`config.mk`:
```
export PLATFORM = sky130hd
export DESIGN_NAME = ulpb_node_top
export DESIGN_NICKNAME = d
export VERILOG_FILES = /design/src/rtl/ulpb_node_pkg.sv /design/src/rtl/ulpb_bus_pkg.sv /design/src/rtl/ulpb_node_top.sv /design/src/rtl/ulpb_node_core.sv /design/src/rtl/ulpb_rx_framer.sv /design/src/rtl/ulpb_tx_framer.sv /design/src/rtl/ulpb_tx_queue.sv
export SDC_FILE = /design/constraint.sdc
export NUM_CORES = 1
export LEC_CHECK = 0
export BUFFER_PORTS_ARGS = -buffer_cell sky130_fd_sc_hd__buf_2
export CORE_UTILIZATION = 45
export CTS_CLUSTER_DIAMETER = 60
export DETAILED_ROUTE_END_ITERATION = 8
export PLACE_DENSITY_LB_ADDON = 0.05
export SLEW_MARGIN = 20
export SYNTH_ARGS = -nofsm -noshare
export SYNTH_HDL_FRONTEND = slang
export SYNTH_HIERARCHICAL = 1
export SYNTH_SLANG_ARGS = --single-unit
```
`constraint.sdc`:
```
create_clock -name CLK -period 5.27 [get_ports CLK]
set_input_delay 0.2635 -clock CLK [delete_from_list [all_inputs] [get_ports CLK]]
set_output_delay 0.2635 -clock CLK [all_outputs]
set_load 0.01 [all_outputs]
```
`src/rtl/ulpb_node_pkg.sv`:
```
package ulpb_node_pkg;

	// ********************
	// message geometry
	// ********************

	localparam int ADDR_WIDTH = 8;
	localparam int DATA_WIDTH = 32;
	localparam int MSG_WIDTH  = ADDR_WIDTH + DATA_WIDTH; // serialized payload.

	// ********************
	// shared records
	// ********************

	// one address/data message with addr in the upper bits.
	typedef struct packed
	{
		logic [ADDR_WIDTH-1:0] addr;
		logic [DATA_WIDTH-1:0] data;
	} ulpb_msg_t;

	// outcome of the last own frame.
	typedef struct packed
	{
		logic success; // remote node took it.
		logic fail;    // acknowledge bit came back at 1.
	} ulpb_tx_result_t;

endpackage
```
`src/rtl/ulpb_bus_pkg.sv`:
```
package ulpb_bus_pkg;

	import ulpb_node_pkg::*;

	// ********************
	// line format
	// ********************

	// start bit, address, data, acknowledge bit.
	localparam int FRAME_BITS = 1 + ADDR_WIDTH + DATA_WIDTH + 1;

	localparam logic IDLE_LEVEL  = 1'b1; // line level between frames.
	localparam logic START_LEVEL = 1'b0;
	localparam logic ACK_TAKEN   = 1'b0; // written by the addressed node.

	// ********************
	// framer phases
	// ********************

	typedef enum logic [2:0]
	{
		IDLE,
		START,
		ADDR,
		DATA,
		ACK
	} ulpb_phase_e;

endpackage

```
`src/rtl/ulpb_node_top.sv`:
```
module ulpb_node_top
	import ulpb_node_pkg::*;
#(
	parameter logic [ADDR_WIDTH-1:0] ADDRESS      = 8'hab,
	parameter logic [ADDR_WIDTH-1:0] ADDRESS_MASK = 8'hff,
	parameter int                    QUEUE_DEPTH  = 8
)
(
	input  logic            CLK,
	input  logic            RESET,
	input  logic            DIN,
	output logic            DOUT,
	input  ulpb_msg_t       lc_tx_msg,
	input  logic            lc_tx_req,
	output logic            lc_tx_ack,
	output ulpb_msg_t       lc_rx_msg,
	output logic            lc_rx_req,
	input  logic            lc_rx_ack,
	output ulpb_tx_result_t tx_result,
	input  logic            tx_ack
);

	ulpb_msg_t head_msg;
	logic      q_empty;
	logic      pop;
	logic      tx_start;
	logic      tx_bit;
	logic      tx_busy;
	logic      sink;
	logic      fwd_bit;
	logic      in_frame;
	logic      ack_slot;
	logic      ack_value;

	ulpb_tx_queue #(.QUEUE_DEPTH(QUEUE_DEPTH)) ulpb_tx_queue_inst
	(
		.CLK(CLK), .RESET(RESET),
		.lc_tx_msg(lc_tx_msg), .lc_tx_req(lc_tx_req), .lc_tx_ack(lc_tx_ack),
		.pop(pop), .head_msg(head_msg), .q_empty(q_empty)
	);

	ulpb_tx_framer ulpb_tx_framer_inst
	(
		.CLK(CLK), .RESET(RESET),
		.tx_start(tx_start), .head_msg(head_msg),
		.tx_bit(tx_bit), .tx_busy(tx_busy)
	);

	ulpb_rx_framer #(.ADDRESS(ADDRESS), .ADDRESS_MASK(ADDRESS_MASK)) ulpb_rx_framer_inst
	(
		.CLK(CLK), .RESET(RESET),
		.DIN(DIN), .sink(sink), .fwd_bit(fwd_bit), .in_frame(in_frame),
		.ack_slot(ack_slot), .ack_value(ack_value),
		.lc_rx_msg(lc_rx_msg), .lc_rx_req(lc_rx_req), .lc_rx_ack(lc_rx_ack)
	);

	ulpb_node_core ulpb_node_core_inst
	(
		.CLK(CLK), .RESET(RESET),
		.q_empty(q_empty), .tx_busy(tx_busy), .in_frame(in_frame),
		.ack_slot(ack_slot), .ack_value(ack_value),
		.tx_bit(tx_bit), .fwd_bit(fwd_bit),
		.tx_start(tx_start), .pop(pop), .sink(sink),
		.tx_result(tx_result), .tx_ack(tx_ack), .DOUT(DOUT)
	);

endmodule

```
`src/rtl/ulpb_node_core.sv`:
```
module ulpb_node_core
	import ulpb_node_pkg::*;
	import ulpb_bus_pkg::*;
(
	input  logic            CLK,
	input  logic            RESET,
	input  logic            q_empty,
	input  logic            tx_busy,
	input  logic            in_frame,
	input  logic            ack_slot,
	input  logic            ack_value,
	input  logic            tx_bit,
	input  logic            fwd_bit,
	output logic            tx_start,
	output logic            pop,
	output logic            sink,
	output ulpb_tx_result_t tx_result,
	input  logic            tx_ack,
	output logic            DOUT
);

	typedef enum logic [1:0]
	{
		ST_IDLE,
		ST_SENDING,
		ST_AWAIT_RETURN
	} core_state_e;

	core_state_e state;
	logic        bus_idle;
	logic        result_pending;

	assign bus_idle       = !in_frame && !tx_busy;
	assign result_pending = tx_result.success || tx_result.fail;

	// own frame while sending and forwarded traffic otherwise.
	assign DOUT = tx_busy ? tx_bit : fwd_bit;

	always_ff @(posedge CLK or negedge RESET)
	begin
		if (!RESET)
		begin
			state     <= ST_IDLE;
			tx_start  <= 1'b0;
			pop       <= 1'b0;
			sink      <= 1'b0;
			tx_result <= '0;
		end
		else
		begin
			tx_start <= 1'b0;
			pop      <= 1'b0;

			if (tx_ack && result_pending)
				tx_result <= '0;

			case (state)
				ST_IDLE:
				begin
					if (!q_empty && bus_idle && !result_pending)
					begin
						tx_start <= 1'b1;
						sink     <= 1'b1;
						state    <= ST_SENDING;
					end
				end
				ST_SENDING, ST_AWAIT_RETURN:
				begin
					// short rings can return the ack before SENDING ends.
					if (ack_slot)
					begin
						tx_result.success <= (ack_value == ACK_TAKEN);
						tx_result.fail    <= (ack_value != ACK_TAKEN);
						pop               <= 1'b1;
						sink              <= 1'b0;
						state             <= ST_IDLE;
					end
					else if (state == ST_SENDING && !tx_start && !tx_busy)
						state <= ST_AWAIT_RETURN;
				end
				default: state <= ST_IDLE;
			endcase
		end
	end

endmodule

```
`src/rtl/ulpb_rx_framer.sv`:
```
module ulpb_rx_framer
	import ulpb_node_pkg::*;
	import ulpb_bus_pkg::*;
#(
	parameter logic [ADDR_WIDTH-1:0] ADDRESS      = 8'hab,
	parameter logic [ADDR_WIDTH-1:0] ADDRESS_MASK = 8'hff
)
(
	input  logic      CLK,
	input  logic      RESET,
	input  logic      DIN,
	input  logic      sink,
	output logic      fwd_bit,
	output logic      in_frame,
	output logic      ack_slot,
	output logic      ack_value,
	output ulpb_msg_t lc_rx_msg,
	output logic      lc_rx_req,
	input  logic      lc_rx_ack
);

	localparam int MAX_FIELD = (DATA_WIDTH > ADDR_WIDTH) ? DATA_WIDTH : ADDR_WIDTH;
	localparam int CNT_W     = $clog2(MAX_FIELD);

	ulpb_phase_e           phase; // part of the frame now on DIN.
	logic [CNT_W-1:0]      cnt;
	logic [MSG_WIDTH-1:0]  sreg;
	logic [ADDR_WIDTH-1:0] rx_addr;
	logic                  match;
	logic                  take;

	// a start bit on an idle line already counts as frame traffic.
	assign in_frame  = (phase != IDLE) || (DIN == START_LEVEL);
	assign ack_slot  = (phase == ACK);
	assign ack_value = DIN;

	assign rx_addr = sreg[MSG_WIDTH-1 -: ADDR_WIDTH];
	assign match   = ((rx_addr & ADDRESS_MASK) == (ADDRESS & ADDRESS_MASK));
	// LC output must be free, and own frames are never taken.
	assign take    = ack_slot && match && !sink && !lc_rx_req && !lc_rx_ack;

	// ********************
	// frame tracking
	// ********************

	always_ff @(posedge CLK or negedge RESET)
	begin
		if (!RESET)
		begin
			phase <= IDLE;
			cnt   <= '0;
		end
		else
		begin
			case (phase)
				IDLE:
				begin
					if (DIN == START_LEVEL)
					begin
						phase <= ADDR;
						cnt   <= '0;
					end
				end
				ADDR:
				begin
					if (cnt == CNT_W'(ADDR_WIDTH - 1))
					begin
						phase <= DATA;
						cnt   <= '0;
					end
					else
						cnt <= cnt + 1'b1;
				end
				DATA:
				begin
					if (cnt == CNT_W'(DATA_WIDTH - 1))
						phase <= ACK;
					else
						cnt <= cnt + 1'b1;
				end
				default: phase <= IDLE; // ack slot done.
			endcase
		end
	end

	always_ff @(posedge CLK)
	begin
		if (phase == ADDR || phase == DATA)
			sreg <= {sreg[MSG_WIDTH-2:0], DIN};
	end

	// ********************
	// forward path and LC side
	// ********************

	always_ff @(posedge CLK or negedge RESET)
	begin
		if (!RESET)
		begin
			fwd_bit   <= IDLE_LEVEL;
			lc_rx_req <= 1'b0;
		end
		else
		begin
			if (sink)
				fwd_bit <= IDLE_LEVEL; // own frame ends here.
			else if (take)
				fwd_bit <= ACK_TAKEN;
			else
				fwd_bit <= DIN;

			if (take)
				lc_rx_req <= 1'b1;
			else if (lc_rx_ack)
				lc_rx_req <= 1'b0;
		end
	end

	always_ff @(posedge CLK)
	begin
		if (take)
			lc_rx_msg <= sreg;
	end

endmodule

```
`src/rtl/ulpb_tx_framer.sv`:
```
module ulpb_tx_framer
	import ulpb_node_pkg::*;
	import ulpb_bus_pkg::*;
(
	input  logic      CLK,
	input  logic      RESET,
	input  logic      tx_start,
	input  ulpb_msg_t head_msg,
	output logic      tx_bit,
	output logic      tx_busy
);

	localparam int MAX_FIELD = (DATA_WIDTH > ADDR_WIDTH) ? DATA_WIDTH : ADDR_WIDTH;
	localparam int CNT_W     = $clog2(MAX_FIELD);

	ulpb_phase_e          phase; // part of the frame now on tx_bit.
	logic [CNT_W-1:0]     cnt;
	logic [MSG_WIDTH-1:0] sreg;

	assign tx_busy = (phase != IDLE);

	// ********************
	// bit sequencing
	// ********************

	always_ff @(posedge CLK or negedge RESET)
	begin
		if (!RESET)
		begin
			phase  <= IDLE;
			cnt    <= '0;
			tx_bit <= IDLE_LEVEL;
		end
		else
		begin
			case (phase)
				IDLE:
				begin
					tx_bit <= IDLE_LEVEL;
					if (tx_start)
					begin
						phase  <= START;
						tx_bit <= START_LEVEL;
					end
				end
				START:
				begin
					phase  <= ADDR;
					cnt    <= '0;
					tx_bit <= sreg[MSG_WIDTH-1]; // address msb.
				end
				ADDR:
				begin
					tx_bit <= sreg[MSG_WIDTH-1];
					if (cnt == CNT_W'(ADDR_WIDTH - 1))
					begin
						phase <= DATA;
						cnt   <= '0;
					end
					else
						cnt <= cnt + 1'b1;
				end
				DATA:
				begin
					if (cnt == CNT_W'(DATA_WIDTH - 1))
					begin
						phase  <= ACK;
						tx_bit <= ~ACK_TAKEN; // sent as 1.
					end
					else
					begin
						cnt    <= cnt + 1'b1;
						tx_bit <= sreg[MSG_WIDTH-1];
					end
				end
				ACK:
				begin
					phase  <= IDLE;
					tx_bit <= IDLE_LEVEL;
				end
				default: phase <= IDLE;
			endcase
		end
	end

	// address and data are contiguous, so one shift covers both.
	always_ff @(posedge CLK)
	begin
		if (phase == IDLE && tx_start)
			sreg <= head_msg;
		else if (phase == START || phase == ADDR || phase == DATA)
			sreg <= {sreg[MSG_WIDTH-2:0], 1'b0};
	end

endmodule

```
`src/rtl/ulpb_tx_queue.sv`:
```
module ulpb_tx_queue
	import ulpb_node_pkg::*;
#(
	parameter int QUEUE_DEPTH = 8
)
(
	input  logic      CLK,
	input  logic      RESET,
	input  ulpb_msg_t lc_tx_msg,
	input  logic      lc_tx_req,
	output logic      lc_tx_ack,
	input  logic      pop,
	output ulpb_msg_t head_msg,
	output logic      q_empty
);

	localparam int PTR_W = (QUEUE_DEPTH > 1) ? $clog2(QUEUE_DEPTH) : 1;
	localparam int CNT_W = $clog2(QUEUE_DEPTH + 1);

	ulpb_msg_t        mem [QUEUE_DEPTH];
	logic [PTR_W-1:0] head;  // write side.
	logic [PTR_W-1:0] tail;  // read side.
	logic [CNT_W-1:0] count;
	logic             full;
	logic             push;

	function automatic logic [PTR_W-1:0] next_ptr(input logic [PTR_W-1:0] p);
		if (p == PTR_W'(QUEUE_DEPTH - 1))
			return '0;
		return p + 1'b1;
	endfunction

	assign full     = (count == CNT_W'(QUEUE_DEPTH));
	assign q_empty  = (count == '0);
	assign push     = lc_tx_req && !lc_tx_ack && !full; // full keeps ack low.
	assign head_msg = mem[tail];

	always_ff @(posedge CLK or negedge RESET)
	begin
		if (!RESET)
		begin
			head      <= '0;
			tail      <= '0;
			count     <= '0;
			lc_tx_ack <= 1'b0;
		end
		else
		begin
			if (push)
				head <= next_ptr(head);
			if (pop)
				tail <= next_ptr(tail);

			case ({push, pop})
				2'b10:   count <= count + 1'b1;
				2'b01:   count <= count - 1'b1;
				default: count <= count;
			endcase

			if (push)
				lc_tx_ack <= 1'b1;
			else if (!lc_tx_req)
				lc_tx_ack <= 1'b0; // second half of the four-phase cycle.
		end
	end

	always_ff @(posedge CLK)
	begin
		if (push)
			mem[head] <= lc_tx_msg;
	end

endmodule

```
==> out/results.tsv <==
metric	value	unit
die_h	206	µm
fin_util	0.534	
cp.required	5.59	ns
cts.sinks	477	
wl_per_cell	22.7	µm
postCtsSetupBuffers	0	
synth_top_family_by_area	multiplexers	
ir_drop	0.000266	V
path_max_fanout	43	
yosysUniqueCellTypes	64	
num_io_pins	91	
final_nets	1064	
die_w	206	µm
post_drt_via_cell_ratio	5.40	
fin_crit_sh	0.544	
area_delta_synth_final	16.8	%
drive_gt1_frac	0.291	
portBuffers	90	
gp_routability_congestion	0.695	
fillCellCount	3125	
hpwl	19100	µm
synthCells	829	
leakagePower	0.00746	µW
ctsResizeCount	0	
drc	0	
slowest_delay	0.95	ns
routed-via-count	8505	
async_flop_share	0.0776	
cts_buffer_depth	3	
setup_viol	0	
synth_enable_flop_cells	440	
status	completed	
routed_wl	35700	µm
diodes	0	
cts_made_buffers	51	
grt_pass1_vias	8924	
critPathLaunchType	flip-flop	
grt_max_degree	44	
crit_type	flip-flop to flip-flop	
core	40800	µm²
skew	0.0218	ns
r2r_slack	2.40	ns
synth_compound_area_frac	0.0139	
grt_pass1_wl	53800	µm
start_util	0.457	
grt.overflow.total	0	
syn-mean-instance-area	22.5	µm²
drtIter0Drc	530	
slowest_stage	dfrtp_4	
place_inst	1437	
clock.fmax	0.349	GHz
slew_headroom	0.342	
clk_latency	0.59	ns
syn_nets	888	
worstMarginPinSlew	0.987	ns
yosys_register_bits	477	
grt.total_usage	0.175	
power.density	447	nW/µm²
stdcell_count	1575	
yosys.area_share.simple	0.0293	
clockRootBuffer	clkbuf_16	
row_count	74	
hold_viol	0	
dpl_cell_area	19700	µm²
critPathCaptureType	flip-flop	
netlist.area_leader.share	0.708	
fin_area	21800	µm²
slew_viol_final	0	
regArea	14100	µm²
cts_tree	yes	
post_synth_fa_ha_maj_area_fraction	0.00872	
synth.yosys.seq_area_share	0.758	
synth_mux_area_frac	0.171	
fin_tns_setup	0	ns
cts_hold_buf	46	
multiInputGateArea	4270	µm²
antenna_found_initial	3	
rsz0062_at_grt	no	
fp.dieArea	42300	µm²
synth_area_leaders	edfxtp_1 (71%), mux4_1 (9.7%), dfrtp_1 (4.7%)	
worstPathArrival	3.19	ns
clk_pin_slew	0.06	ns
yosys.area.top_type	edfxtp_1	
synth-main-ff-cell	edfxtp_1	
period_minus_slack	2.87	ns
synth_warnings	6	
htreeDepth	2	
maxCapViolCount	0	
crit_chain	buf_4 > mux4_1 > mux2_2 > mux2_4	
hold_path_class	input port to async pin	
synthXorXnorAreaFrac	0.00235	
first_pass_iters	5	
synth_area	18700	µm²
antenna_left	0	
[sequential cells by signal (all words and copies together), names as in the netlist]
name                           flops
ulpb_node_core_inst/tx_start       1
ulpb_rx_framer_inst/lc_rx_msg     40
ulpb_tx_framer_inst/sreg          40
ulpb_rx_framer_inst/phase          3
ulpb_tx_queue_inst/tail            3
ulpb_tx_framer_inst/tx_bit         1
ulpb_tx_framer_inst/phase          3
ulpb_rx_framer_inst/fwd_bit        1
ulpb_node_core_inst/pop            1
ulpb_tx_framer_inst/cnt            5
ulpb_node_core_inst/sink           1
ulpb_rx_framer_inst/lc_rx_req      1
ulpb_tx_queue_inst/head            3
ulpb_tx_queue_inst/mem           320
ulpb_rx_framer_inst/cnt            5
ulpb_node_core_inst/state          2
ulpb_tx_queue_inst/lc_tx_ack       1
ulpb_rx_framer_inst/sreg          40
ulpb_node_core_inst/tx_result      2
ulpb_tx_queue_inst/count           4
[kinds of logic after synthesis]
group | Yosys count
XOR/XNOR | 5
AO/OA/AOI/OAI | 35
AND/OR/NAND/NOR | 88
adder cells (fa/ha/maj) | 13
buffers and inverters | 43
flip-flops | 477
multiplexers | 168
[placed cells by master, fill, tap and decap left out, types with 4 or more instances in the layout]
master and instances:
nor3_1 6, dlygate4sd3_1 46, ha_1 13, mux4_2 11, edfxtp_1 440, mux2_2 47, buf_4 16, mux2_4 38
clkinv_1 12, dfrtp_1 32, clkinv_2 9, clkbuf_16 51, o21ai_0 9, nor2_4 8, clkbuf_1 10, buf_2 90
nand3b_1 4, nand2b_1 10, inv_1 13, nor2_1 13, mux4_1 69, nand2_1 9, bufinv_16 5
[cells in the mapped netlist (2+ instances only)]
| master | instances |
|---|---|
| mux4_2 | 11 |
| o31ai_1 | 3 |
| or4_1 | 2 |
| nor3b_1 | 2 |
| buf_12 | 4 |
| or2_2 | 2 |
| a21oi_1 | 3 |
| mux4_1 | 69 |
| nor4_1 | 3 |
| a32o_1 | 3 |
| nor2b_1 | 2 |
| and3_2 | 2 |
| mux2_2 | 47 |
| buf_6 | 10 |
| nor2_1 | 21 |
| nand3_1 | 3 |
| a22o_1 | 3 |
| mux2i_1 | 3 |
| buf_1 | 2 |
| nand3b_1 | 4 |
| dfrtp_1 | 35 |
| nand2_1 | 9 |
| dfstp_2 | 2 |
| a21boi_0 | 2 |
| ha_1 | 13 |
| nand2b_1 | 10 |
| o21ai_0 | 9 |
| xnor2_1 | 2 |
| buf_2 | 2 |
| mux2_4 | 38 |
| nor3_1 | 8 |
| a221oi_1 | 2 |
| clkbuf_1 | 11 |
| edfxtp_1 | 440 |
| xor2_1 | 3 |
| nand4b_1 | 2 |
| inv_1 | 13 |
| and2_1 | 2 |
| o21a_1 | 2 |
[power by group]
| part | switching [µW] | internal [µW] |
|---|---|---|
| logic | 565 | 501 |
| clock network | 1400 | 2020 |
| registers | 302 | 4950 |
| total | 2260 | 7470 |
[layer usage]
metal  part of all wire  track usage  vias to the layer above
met1               0.44        0.227                     4443
li1                   -            -                     3827
met5             0.0013            0                        -
met4              0.019       0.0537                        6
met3              0.044       0.0341                       61
met2               0.50        0.297                      168
[cell type report]
type | count | share of cell area
sequential | 477 | 0.649
multi-input combinational | 309 | 0.196
clock buffer | 61 | 0.0603
timing repair buffer | 153 | 0.0482
tap | 532 | 0.0306
clock inverter | 30 | 0.0131
inverter | 13 | 0.00224
[worst max-delay path, delay by kind of cell (launching register included)]
kind,cells,cell delay (ns)
buf+inv,1,0.51
flops,1,0.95
mux,3,1.15
[path summary, 6_finish.rpt]
path	startpoint	end	cells past startpoint
setup reg to reg	ulpb_tx_queue_inst/tail[0]$_DFFE_PN0P_	ulpb_tx_framer_inst/sreg[12]$_DFFE_PP_	4
min in group CLK	ulpb_rx_framer_inst/sreg[0]$_DFFE_PN_	ulpb_rx_framer_inst/sreg[1]$_DFFE_PN_	0
max in group asynchronous	RESET	ulpb_tx_queue_inst/tail[0]$_DFFE_PN0P_	2
hold / removal	RESET	ulpb_rx_framer_inst/lc_rx_req$_DFFE_PN0P_	2
setup / recovery	ulpb_tx_queue_inst/tail[0]$_DFFE_PN0P_	ulpb_tx_framer_inst/sreg[12]$_DFFE_PP_	4
hold reg to reg	ulpb_rx_framer_inst/sreg[0]$_DFFE_PN_	ulpb_rx_framer_inst/sreg[1]$_DFFE_PN_	0
[per-stage QoR]
step	power, µW	setup WS [ns]	hold slack [ns]
floorplan	5930	0.982	-0.0321
global placement	6310	2.39	0.401
detailed placement	6380	2.37	0.425
CTS	9860	2.35	0.344
global route	10100	2.27	0.417
finish	9730	2.40	0.347
Note: power is estimated with default switching activity, not from simulation.
